==> src/source/CorePkg.sv <==
package CorePkg;

    // Program-order sequence number. It wraps, so compare it only with isOlder.
    typedef logic [5:0] SeqNum;

    // Physical destination tag. Tag 0 means the micro-op writes no register.
    typedef logic [5:0] RegTag;

    typedef logic [31:0] Word;

    localparam int NumUnits = 2;

    // True when a is older than b in program order. The difference is read as
    // a signed value, so this holds across the wrap from the highest number to 0.
    function automatic logic isOlder(SeqNum a, SeqNum b);
        SeqNum diff;
        diff = a - b;
        return diff[$bits(SeqNum)-1];
    endfunction

endpackage

==> src/source/AluPkg.sv <==
package AluPkg;

    typedef logic [3:0] AluOp;

    localparam AluOp OpAdd  = 4'd0;
    localparam AluOp OpSub  = 4'd1;
    localparam AluOp OpAnd  = 4'd2;
    localparam AluOp OpOr   = 4'd3;
    localparam AluOp OpXor  = 4'd4;
    localparam AluOp OpSll  = 4'd5;
    localparam AluOp OpSrl  = 4'd6;
    localparam AluOp OpSra  = 4'd7;
    localparam AluOp OpSlt  = 4'd8;
    localparam AluOp OpSltu = 4'd9;

    // Compare branches and the unconditional jump.
    localparam AluOp OpBeq  = 4'd10;
    localparam AluOp OpBne  = 4'd11;
    localparam AluOp OpBlt  = 4'd12;
    localparam AluOp OpBge  = 4'd13;
    localparam AluOp OpBltu = 4'd14;
    localparam AluOp OpJal  = 4'd15;

    // Step from one instruction to the next in program order.
    localparam int InstrBytes = 4;

endpackage

==> src/source/ExecResultIf.sv <==
`timescale 1ns/1ps

// One integer unit's finished micro-op as seen by the branch arbiter.
interface ExecResultIf import CorePkg::*; ();

    // One-cycle pulse per finished micro-op.
    logic  valid;
    RegTag tag;
    Word   result;
    SeqNum sqN;

    // Branch outcome. Only meaningful while valid is high.
    logic  mispred;
    Word   targetPc;

    modport unit (
        output valid,
        output tag,
        output result,
        output sqN,
        output mispred,
        output targetPc
    );

    modport arbiter (
        input valid,
        input tag,
        input result,
        input sqN,
        input mispred,
        input targetPc
    );

endinterface

==> src/source/IntAlu.sv <==
`timescale 1ns/1ps

module IntAlu import CorePkg::*, AluPkg::*; (
    input  logic  clk,
    input  logic  rst,

    input  logic  issueValid,
    input  AluOp  op,
    input  Word   srcA,
    input  Word   srcB,
    input  Word   imm,
    input  Word   pc,
    input  logic  predTaken,
    input  RegTag tag,
    input  SeqNum sqN,

    input  logic  flushValid,
    input  SeqNum flushSqN,

    ExecResultIf.unit res
);

    // Issue register. The micro-op is captured here and executed one cycle later.
    logic  exValid;
    AluOp  exOp;
    Word   exSrcA;
    Word   exSrcB;
    Word   exImm;
    Word   exPc;
    logic  exPredTaken;
    RegTag exTag;
    SeqNum exSqN;

    logic issueFlushed;
    logic exFlushed;

    Word  aluResult;
    logic isBranch;
    logic taken;
    Word  fallThrough;
    Word  branchTarget;

    // A redirect kills anything younger, both at issue and while in the execute stage.
    assign issueFlushed = flushValid && isOlder(flushSqN, sqN);
    assign exFlushed    = flushValid && isOlder(flushSqN, exSqN);

    assign fallThrough  = exPc + Word'(InstrBytes);
    assign branchTarget = exPc + exImm;

    always_comb begin
        aluResult = '0;
        isBranch  = 1'b0;
        taken     = 1'b0;
        case (exOp)
            OpAdd:  aluResult = exSrcA + exSrcB;
            OpSub:  aluResult = exSrcA - exSrcB;
            OpAnd:  aluResult = exSrcA & exSrcB;
            OpOr:   aluResult = exSrcA | exSrcB;
            OpXor:  aluResult = exSrcA ^ exSrcB;
            OpSll:  aluResult = exSrcA << exSrcB[4:0];
            OpSrl:  aluResult = exSrcA >> exSrcB[4:0];
            OpSra:  aluResult = $signed(exSrcA) >>> exSrcB[4:0];
            OpSlt:  aluResult = {31'b0, $signed(exSrcA) < $signed(exSrcB)};
            OpSltu: aluResult = {31'b0, exSrcA < exSrcB};
            OpBeq: begin
                isBranch = 1'b1;
                taken    = exSrcA == exSrcB;
            end
            OpBne: begin
                isBranch = 1'b1;
                taken    = exSrcA != exSrcB;
            end
            OpBlt: begin
                isBranch = 1'b1;
                taken    = $signed(exSrcA) < $signed(exSrcB);
            end
            OpBge: begin
                isBranch = 1'b1;
                taken    = $signed(exSrcA) >= $signed(exSrcB);
            end
            OpBltu: begin
                isBranch = 1'b1;
                taken    = exSrcA < exSrcB;
            end
            OpJal: begin
                // Link address goes to the destination register.
                isBranch  = 1'b1;
                taken     = 1'b1;
                aluResult = fallThrough;
            end
            default: aluResult = '0;
        endcase
    end

    always_ff @(posedge clk) begin
        if (rst) begin
            exValid   <= 1'b0;
            res.valid <= 1'b0;
        end else begin
            exValid   <= issueValid && !issueFlushed;
            res.valid <= exValid && !exFlushed;
        end
    end

    always_ff @(posedge clk) begin
        exOp        <= op;
        exSrcA      <= srcA;
        exSrcB      <= srcB;
        exImm       <= imm;
        exPc        <= pc;
        exPredTaken <= predTaken;
        exTag       <= tag;
        exSqN       <= sqN;

        res.tag      <= exTag;
        res.result   <= aluResult;
        res.sqN      <= exSqN;
        res.mispred  <= isBranch && (taken != exPredTaken);
        res.targetPc <= taken ? branchTarget : fallThrough;
    end

endmodule

==> src/source/BranchArbiter.sv <==
`timescale 1ns/1ps

module BranchArbiter import CorePkg::*; (
    input  logic  clk,
    input  logic  rst,

    ExecResultIf.arbiter res0,
    ExecResultIf.arbiter res1,

    output logic  wb0Valid,
    output RegTag wb0Tag,
    output Word   wb0Result,
    output logic  wb1Valid,
    output RegTag wb1Tag,
    output Word   wb1Result,

    output logic  redirectValid,
    output Word   redirectPc,
    output SeqNum redirectSqN
);

    logic  valid    [NumUnits];
    RegTag tag      [NumUnits];
    Word   result   [NumUnits];
    SeqNum sqN      [NumUnits];
    logic  mispred  [NumUnits];
    Word   targetPc [NumUnits];

    logic  heldSquash [NumUnits];
    logic  squash     [NumUnits];
    logic  keep       [NumUnits];

    logic  selValid;
    Word   selPc;
    SeqNum selSqN;

    assign valid[0]    = res0.valid;
    assign tag[0]      = res0.tag;
    assign result[0]   = res0.result;
    assign sqN[0]      = res0.sqN;
    assign mispred[0]  = res0.mispred;
    assign targetPc[0] = res0.targetPc;

    assign valid[1]    = res1.valid;
    assign tag[1]      = res1.tag;
    assign result[1]   = res1.result;
    assign sqN[1]      = res1.sqN;
    assign mispred[1]  = res1.mispred;
    assign targetPc[1] = res1.targetPc;

    // Pick the oldest mispredict that the held redirect has not already killed.
    always_comb begin
        selValid = 1'b0;
        selPc    = '0;
        selSqN   = '0;
        for (int i = 0; i < NumUnits; i++) begin
            heldSquash[i] = redirectValid && isOlder(redirectSqN, sqN[i]);
            if (valid[i] && mispred[i] && !heldSquash[i] &&
                (!selValid || isOlder(sqN[i], selSqN))) begin
                selValid = 1'b1;
                selPc    = targetPc[i];
                selSqN   = sqN[i];
            end
        end
    end

    // The selected branch itself still writes back; only younger results die.
    always_comb begin
        for (int i = 0; i < NumUnits; i++) begin
            squash[i] = heldSquash[i] || (selValid && isOlder(selSqN, sqN[i]));
            keep[i]   = valid[i] && (tag[i] != '0) && !squash[i];
        end
    end

    always_ff @(posedge clk) begin
        if (rst) begin
            wb0Valid      <= 1'b0;
            wb1Valid      <= 1'b0;
            redirectValid <= 1'b0;
        end else begin
            wb0Valid      <= keep[0];
            wb1Valid      <= keep[1];
            redirectValid <= selValid;
        end
    end

    always_ff @(posedge clk) begin
        wb0Tag      <= tag[0];
        wb0Result   <= result[0];
        wb1Tag      <= tag[1];
        wb1Result   <= result[1];
        redirectPc  <= selPc;
        redirectSqN <= selSqN;
    end

endmodule

==> src/source/ExecCluster.sv <==
`timescale 1ns/1ps

module ExecCluster import CorePkg::*, AluPkg::*; (
    input  logic  clk,
    input  logic  rst,

    input  logic  uop0Valid,
    input  AluOp  uop0Op,
    input  Word   uop0SrcA,
    input  Word   uop0SrcB,
    input  Word   uop0Imm,
    input  Word   uop0Pc,
    input  logic  uop0PredTaken,
    input  RegTag uop0Tag,
    input  SeqNum uop0SqN,

    input  logic  uop1Valid,
    input  AluOp  uop1Op,
    input  Word   uop1SrcA,
    input  Word   uop1SrcB,
    input  Word   uop1Imm,
    input  Word   uop1Pc,
    input  logic  uop1PredTaken,
    input  RegTag uop1Tag,
    input  SeqNum uop1SqN,

    output logic  wb0Valid,
    output RegTag wb0Tag,
    output Word   wb0Result,
    output logic  wb1Valid,
    output RegTag wb1Tag,
    output Word   wb1Result,

    output logic  redirectValid,
    output Word   redirectPc,
    output SeqNum redirectSqN
);

    ExecResultIf res0If ();
    ExecResultIf res1If ();

    // The registered redirect doubles as the flush for both units.
    IntAlu intAlu0 (
        .clk        (clk),
        .rst        (rst),
        .issueValid (uop0Valid),
        .op         (uop0Op),
        .srcA       (uop0SrcA),
        .srcB       (uop0SrcB),
        .imm        (uop0Imm),
        .pc         (uop0Pc),
        .predTaken  (uop0PredTaken),
        .tag        (uop0Tag),
        .sqN        (uop0SqN),
        .flushValid (redirectValid),
        .flushSqN   (redirectSqN),
        .res        (res0If.unit)
    );

    IntAlu intAlu1 (
        .clk        (clk),
        .rst        (rst),
        .issueValid (uop1Valid),
        .op         (uop1Op),
        .srcA       (uop1SrcA),
        .srcB       (uop1SrcB),
        .imm        (uop1Imm),
        .pc         (uop1Pc),
        .predTaken  (uop1PredTaken),
        .tag        (uop1Tag),
        .sqN        (uop1SqN),
        .flushValid (redirectValid),
        .flushSqN   (redirectSqN),
        .res        (res1If.unit)
    );

    BranchArbiter branchArbiter (
        .clk           (clk),
        .rst           (rst),
        .res0          (res0If.arbiter),
        .res1          (res1If.arbiter),
        .wb0Valid      (wb0Valid),
        .wb0Tag        (wb0Tag),
        .wb0Result     (wb0Result),
        .wb1Valid      (wb1Valid),
        .wb1Tag        (wb1Tag),
        .wb1Result     (wb1Result),
        .redirectValid (redirectValid),
        .redirectPc    (redirectPc),
        .redirectSqN   (redirectSqN)
    );

endmodule

==> config.mk <==
export PLATFORM = sky130hd
export DESIGN_NAME = ExecCluster
export DESIGN_NICKNAME = d
export VERILOG_FILES = /design/src/source/CorePkg.sv /design/src/source/AluPkg.sv /design/src/source/ExecResultIf.sv /design/src/source/IntAlu.sv /design/src/source/BranchArbiter.sv /design/src/source/ExecCluster.sv
export SDC_FILE = /design/constraint.sdc
export NUM_CORES = 2
export LEC_CHECK = 0
export BUFFER_PORTS_ARGS = -buffer_cell sky130_fd_sc_hd__buf_2
export CAP_MARGIN = 5
export CORE_MARGIN = 4
export CORE_UTILIZATION = 44
export CTS_CLUSTER_DIAMETER = 150
export CTS_CLUSTER_SIZE = 28
export DETAILED_ROUTE_END_ITERATION = 10
export SYNTH_ARGS = -nofsm -noshare
export SYNTH_HDL_FRONTEND = slang
export SYNTH_SLANG_ARGS = --single-unit
==> constraint.sdc <==
create_clock -name clk -period 8.18 [get_ports clk]
set_input_delay 1.636 -clock clk [delete_from_list [all_inputs] [get_ports clk]]
set_output_delay 1.636 -clock clk [all_outputs]
set_load 0.03 [all_outputs]
* Word level (Yosys, flattened, before mapping)
Index checks and enable logic that the tools add are counted.
** Storage, ports and cells
- Register bits after elaboration :: 565
- Input port bits :: 294
- Output and inout bits :: 117
- Logic and storage cells :: 165
** Cells by class
- Add/subtract/negate cells :: 17
- Order comparisons :: 6
- Eq/ne operators :: 36
- Shift operators :: 6
- Mux-type cells :: 14
- Bitwise gates (word level) :: 6
- Reductions and logical operators :: 41
** Operator list (number)
- $pmux W32 S11 :: 2
- $add A32 B32 Y32 :: 4
- $lt A32 B32 Y1 :: 4
- $mux W32 :: 4
- $add A32 B3 Y32 const B :: 2
- $and A32 B32 Y32 :: 2
- $eq A32 B32 Y1 :: 2
- $eq A4 B4 Y1 const B :: 16
- $ge A32 B32 Y1 :: 2
- $ne A32 B32 Y1 :: 2
- $or A32 B32 Y32 :: 2
- $shl A32 B5 Y32 :: 2
- $shr A32 B5 Y32 :: 2
- $sshr A32 B5 Y32 :: 2
- $sub A32 B32 Y32 :: 2
- $xor A32 B32 Y32 :: 2
- $sub A6 B6 Y6 :: 9
- $eq A4 B3 Y1 const B :: 8
- $logic_and A1 B1 Y1 :: 23
- $eq A4 B2 Y1 const B :: 4
- $mux W6 :: 2
- $pmux W1 S6 :: 2
- $reduce_bool A6 Y1 :: 2
- $reduce_or A6 Y1 :: 2
- other kinds (6) :: 22

* Depth between registers and ports, before layout
- Depth after elaboration :: 14
- Depth in mapped cells :: 28
- Mapped depth without buffers :: 25

* Modules after synthesis
Synthesis repeated with hierarchy kept, for this count alone.
** Unflattened totals
- Cells, all modules :: 4178
- Area total of the unflattened synthesis :: 35236.3 um^2
** By module, submodules not included
- IntAlu (intAlu1) :: instances 1, cells each 1930, area each 16136.7 um^2, sequential area each 4484.3 um^2
- IntAlu (intAlu0) :: instances 1, cells each 1899, area each 15409.8 um^2, sequential area each 4484.3 um^2
- BranchArbiter :: instances 1, cells each 349, area each 3689.8 um^2, sequential area each 2342.2 um^2

* Worst setup path before layout
Ideal clock, no wire load.
- Path type :: register to register
- Start point :: register branchArbiter.redirectSqN[4]
- End point :: register branchArbiter.wb0Valid
- Library setup time :: 0.122 ns
- Arrival time :: 5.845 ns
- Data required time :: 8.059 ns
- Slack :: 2.213 ns
- Cell stages (with the launch flop) :: 27
- Buffers on the path :: 3
- Period minus slack after synthesis :: 5.967 ns
- Cell sequence :: dfxtp_1 ha_1 and3_1 a2111oi_0 o211ai_1 a211oi_2 clkbuf_1 nand2_1 ha_1 a21o_1 a21o_1 a21o_1 a21oi_1 xnor2_1 a21oi_1 clkbuf_1 clkbuf_1 nand2_1 o21ai_0 ha_1 a21o_1 a21o_1 a31o_2 a21o_1 o311a_1 o21ai_0 a21oi_1
** On the way
- Longest elaborated chain between the ends :: 14
- Elaborated cells on any way between the ends :: 21
- Those cells by class :: add/sub: 4; mux: 4; reduce/logical: 13
** Ends and longest elaborated chain
- start, declared :: line BranchArbiter.sv:19 : output SeqNum redirectSqN
- start signal, assigned :: line BranchArbiter.sv:93 : redirectSqN <= selSqN;
- $sub A6 B6 Y6 :: line CorePkg.sv:17 : diff = a - b;
- $logic_and A1 B1 Y1 :: line BranchArbiter.sv:57 : heldSquash[i] = redirectValid && isOlder(redirectSqN, sqN[i]);
- $logic_not A1 Y1 :: line BranchArbiter.sv:58 : if (valid[i] && mispred[i] && !heldSquash[i] &&
- $logic_and A1 B1 Y1 :: line BranchArbiter.sv:58
- $mux W6 / $mux W1 (equally long branches) :: line BranchArbiter.sv:58
- $sub A6 B6 Y6 / $logic_not A1 Y1 (equally long branches) :: line CorePkg.sv:17, BranchArbiter.sv:59
- $logic_or A1 B1 Y1 :: line BranchArbiter.sv:59 : (!selValid || isOlder(sqN[i], selSqN))) begin
- $logic_and A1 B1 Y1 :: line BranchArbiter.sv:58
- $mux W6 * :: line BranchArbiter.sv:58
- named net branchArbiter.selSqN[2] :: line BranchArbiter.sv:35 : SeqNum selSqN;
- $sub A6 B6 Y6 * :: line CorePkg.sv:17
- $logic_and A1 B1 Y1 * :: line BranchArbiter.sv:70 : squash[i] = heldSquash[i] || (selValid && isOlder(selSqN, sqN[i]));
- $logic_or A1 B1 Y1 * :: line BranchArbiter.sv:70
- $logic_not A1 Y1 * :: line BranchArbiter.sv:71 : keep[i] = valid[i] && (tag[i] != '0) && !squash[i];
- $logic_and A1 B1 Y1 * :: line BranchArbiter.sv:71
- end signal, assigned :: line BranchArbiter.sv:81 : wb0Valid <= keep[0];
- end, declared :: line BranchArbiter.sv:10 : output logic wb0Valid,
Mark *: on every way through the listed nets, which the timed path passes. The rest lies on a longest branch.
A chain may end at the register's enable or synchronous reset.

* Worst setup path in the final report
- Start point :: register branchArbiter.redirectSqN[5]
- End point :: register branchArbiter.wb1Valid
** On the way
- Longest elaborated chain between the ends :: 14
- Elaborated cells on any way between the ends :: 21
- Those cells by class :: add/sub: 4; mux: 4; reduce/logical: 13
** Ends and longest elaborated chain
- $sub A6 B6 Y6 :: line CorePkg.sv:17
- $logic_and A1 B1 Y1 :: line BranchArbiter.sv:57
- $logic_not A1 Y1 :: line BranchArbiter.sv:58
- $logic_and A1 B1 Y1 :: line BranchArbiter.sv:58
- $mux W6 / $mux W1 (equally long branches) :: line BranchArbiter.sv:58
- $sub A6 B6 Y6 / $logic_not A1 Y1 (equally long branches) :: line CorePkg.sv:17, BranchArbiter.sv:59
- $logic_or A1 B1 Y1 :: line BranchArbiter.sv:59
- $logic_and A1 B1 Y1 :: line BranchArbiter.sv:58
- $mux W6 * :: line BranchArbiter.sv:58
- named net branchArbiter.selSqN[4] :: line BranchArbiter.sv:35
- $sub A6 B6 Y6 * :: line CorePkg.sv:17
- $logic_and A1 B1 Y1 * :: line BranchArbiter.sv:70
- $logic_or A1 B1 Y1 * :: line BranchArbiter.sv:70
- $logic_not A1 Y1 * :: line BranchArbiter.sv:71
- $logic_and A1 B1 Y1 * :: line BranchArbiter.sv:71
- end signal, assigned :: line BranchArbiter.sv:82 : wb1Valid <= keep[1];
- end, declared :: line BranchArbiter.sv:13 : output logic wb1Valid,
Marked as above.

==> results.cfg <==
[power_and_ir_drop]
power_after_layout_uw = 6510
power.leakage_uw = 0.0167
peakVddDrop_mv = 0.189
gate_power_share_pct = 28.9
power_density_mw_per_mm2 = 168
swShare_pct = 35.0
power.switching_uw = 2280
power.share.sequential_pct = 48.8
total_internal_power_uw = 4230
clock_power_share_pct = 22.2

[place]
global_placer_s_final_weighted_congestion = 1.06
detailedPlacementHpwl_microns = 110000
placement.setup.worst_slack_ns = 1.94
buffer_ports.inserted = 410

[grt]
global_route_wire_length_before_repair_microns = 206000
globalRoute.totalOverflow = 0
groute.usage.overall_pct = 31.3
grt_max_degree = 93
number_of_global_route_vias_before_repair = 31800
antenna_found_initial = 6

[synthesis]
post_synth_xor_area_fraction_pct = 3.24
synth_top_area_share_pct = 32.1
synth-compound-area-share_pct = 24.5
ys_seq_area_share_pct = 32.1
syn_area_per_cell_sq_um = 8.43
synth_simple_gate_area_share_pct = 15.8
netlist-cell-type-count = 103
syn-num-nets = 4770
yosys_warnings = 0
synth_cell_count_leaders = 565 x sky130_fd_sc_hd__dfxtp_1, 392 x sky130_fd_sc_hd__nor2_1, 351 x sky130_fd_sc_hd__a21oi_1
synth_area_sq_mm = 0.0352
synthDominantAreaCellType = sky130_fd_sc_hd__dfxtp_1
synth_top_family_by_area = compound AO/OA/AOI/OAI gates
synthAdderAreaFrac_pct = 10.8
synthMostInstantiatedCell = sky130_fd_sc_hd__dfxtp_1
async_flop_share_pct = 0
count_of_flip_flops_with_a_built_in_enable_after_synthesis = 0
synth.mux.area_fraction_pct = 8.29
ys_seq_elements = 565
syn_inst = 4176
synth_flop_cell = sky130_fd_sc_hd__dfxtp_1
netlist_top_cells_area = sky130_fd_sc_hd__dfxtp_1 32%, sky130_fd_sc_hd__ha_1 10%, sky130_fd_sc_hd__a21oi_1 5.0%

[setup_path]
crit_path_start_kind = register
critPathArrivalTime_ns = 6.84
start_to_end_type_of_the_worst_setup_path = reg -> reg
slowest_stage = sky130_fd_sc_hd__dfxtp_1
worst_setup_path_startpoint = branchArbiter.redirectSqN[5]$_DFF_P_
worstReg2RegEnd = branchArbiter.wb1Valid$_SDFF_PP0_
worst-r2r-cell-count = 23
critPathMaxFanout = 70
ordered_cell_list_for_the_critical_path = xor2_1 > nor3_1 > a2111oi_0 > o211ai_1 > a211oi_4 > buf_4 > nand2_1 > ha_1 > a21o_1 > a21o_1 > a21o_1 > a21oi_1 > xnor2_1 > a21oi_4 > buf_4 > o21ai_0 > ha_1 > a2111o_1 > a21oi_1 > nor2_1 > mux2i_1 > o21ai_0 > a21oi_1
cp_slowest_stage_delay_ns = 0.54
regToRegSetupSlack_ns = 1.88
critical_path.endpoint = branchArbiter.wb1Valid$_SDFF_PP0_
worstSetupEndpointType = register
r2r_start = branchArbiter.redirectSqN[5]$_DFF_P_
cp.required_ns = 8.72

[outcome]
run_status = finished, final reports clean

[clock_network]
clock_tree.buffer_depth = 3
number_of_buffers_added_by_the_clock_tree_synthesis_step = 24
clkSlewWorstSetupHoldPaths_ns = 0.12
insertion_delay_ns = 0.64
cts_hold_repair.buffers = 0
postCtsResizedCells = 0
clock_sinks = 565
cts_root_buffer = sky130_fd_sc_hd__clkbuf_16
clock_tree_from_tritoncts = built
htree_num_levels = 1
cts_post_setup_buffers_inserted = 0

[layout]
antenna-diode-count = 0
area.growth.synth_to_final_pct = 10.0
layout.core_utilization_pct = 48.9
n_fill_cell = 7862
final_net_count = 5023
post_route_cells_drive_above_1_share_pct = 15.2

[detailed_routing]
route.layer.met1.wl_microns = 58100
drc_errors = 0
drt_pass1_iterations = 6
dr.first_iter.drc_count = 3956
detail_route.vias_per_cell = 6.13
num_vias = 33600
drt.antenna.violating_nets = 0
met3_wirelength_microns = 13200
met2_wirelength_microns = 61300
avg_wl_per_cell_microns = 25.5
drt_wl_total_microns = 140000
highest_routed_layer = met5

[flow_run]
max-cap-violations = 0

[timing]
setup_tns_ns = 0
finalHoldViolCount = 0
timing.slew.headroom_pct = 22.4
rsz_0062_raised_after_global_routing = false
clock-skew-final_ns = 0.0450
finalCritPeriodShare_pct = 77.1
maxClockFrequency_mhz = 159
setup_viol = 0
drv_slew = 0
worst_slack_ns = 1.88
worstMarginPinSlew_ns = 1.16
holdWs_ns = 0.298
layout_min_cycle_time_ns = 6.30

[floorplan]
die_h_microns = 291
floorplan.io_pins = 411
dieArea_sq_mm = 0.0846
floorplan.die.width_microns = 291
initial_utilization_pct = 44.5
core_sq_mm = 0.0791
placementRows = 103

[worst_hold_path]
hold_path_class = reg -> reg
cell usage in the layout, fill, tap and decap left out, types with 50 or more instances in the layout:
| cell | Yosys | final |
|---|---|---|
| sky130_fd_sc_hd__o211ai_1 | 70 | 70 |
| sky130_fd_sc_hd__a221oi_1 | 54 | 54 |
| sky130_fd_sc_hd__a211oi_1 | 51 | 51 |
| sky130_fd_sc_hd__nand2_1 | 344 | 342 |
| sky130_fd_sc_hd__a21o_1 | 65 | 65 |
| sky130_fd_sc_hd__mux2i_1 | 96 | 96 |
| sky130_fd_sc_hd__xor2_1 | 56 | 56 |
| sky130_fd_sc_hd__a21oi_1 | 351 | 350 |
| sky130_fd_sc_hd__nand3_1 | 93 | 91 |
| sky130_fd_sc_hd__nor2_1 | 392 | 392 |
| sky130_fd_sc_hd__mux4_2 | 71 | 71 |
| sky130_fd_sc_hd__inv_1 | 229 | 229 |
| sky130_fd_sc_hd__dfxtp_1 | 565 | 557 |
| sky130_fd_sc_hd__buf_4 | 4 | 50 |
| sky130_fd_sc_hd__nand2b_1 | 52 | 52 |
| sky130_fd_sc_hd__ha_1 | 294 | 294 |
| sky130_fd_sc_hd__nor3_1 | 88 | 85 |
| sky130_fd_sc_hd__o21ai_0 | 332 | 332 |
| sky130_fd_sc_hd__xnor2_1 | 74 | 74 |
| sky130_fd_sc_hd__buf_2 | 34 | 410 |
metal layers:
layer / up-vias / global-route usage, %
li1: 15700 / -
met1: 15900 / 41.7
met2: 1746 / 49.3
met3: 298 / 6.38
met4: 4 / 13.4
met5: - / 0
power groups by stage:
stage	Sequential (uW)	Clock, uW	Combinational [uW]
after floorplan	3280	0	1140
after global placement	3240	0	1840
after detailed placement	3240	0	1830
after CTS	3180	1500	1840
after global routing	3200	1580	2020
final	3180	1450	1880
logic make-up (layout without fill, tap and decap cells):
group	after synthesis	after routing
compound gates	1322	1322
xor+xnor	130	130
fa+ha+maj	300	300
buf+inv	468	725
flops	565	565
mux	198	198
simple gates	1193	1193
metrics by stage:
stage	std cells	cell area [sq um]
after global placement	5453	38100
after detailed placement	5453	38100
after global routing	5483	38700
final	5483	38700
after CTS	5483	38700
after floorplan	4176	35200
critical path, delay by kind of cell, from the launching register on:
kind                       cells  cell delay (ns)
DFF                            1             0.54
and+or+nand+nor                3             0.28
buffers and inverters          2             0.98
muxes                          1             0.11
adders and majority gates      2             0.58
xor gates and xnor gates       2             0.51
AOI/OAI and AO/OA             13             3.22
final cells by class:
cell class | count | area, sq um | area share [%]
multi-input cells | 3143 | 22100 | 57.1
repair buffers | 460 | 2430 | 6.27
inverters | 235 | 882 | 2.28
clock buffers | 27 | 632 | 1.63
clock inverters | 3 | 40.0 | 0.103
well taps | 1050 | 1310 | 3.39
flip-flops and latches | 565 | 11300 | 29.2
worst min path at each step:
stage,depth (start not counted),end,slack (ns),start
4_1_cts,0,branchArbiter.wb0Result[14]$_DFF_P_,0.32,intAlu0.res.result[14]$_DFF_P_
5_1_grt,0,branchArbiter.wb0Result[14]$_DFF_P_,0.33,intAlu0.res.result[14]$_DFF_P_
2_1_floorplan,0,branchArbiter.wb0Result[0]$_DFF_P_,0.31,intAlu0.res.result[0]$_DFF_P_
3_3_place_gp,0,branchArbiter.wb1Result[29]$_DFF_P_,0.31,intAlu1.res.result[29]$_DFF_P_
6_report,0,branchArbiter.wb0Result[14]$_DFF_P_,0.30,intAlu0.res.result[14]$_DFF_P_
3_5_place_dp,0,branchArbiter.wb0Result[18]$_DFF_P_,0.31,intAlu0.res.result[18]$_DFF_P_
Power figures use the tool's default switching activity.
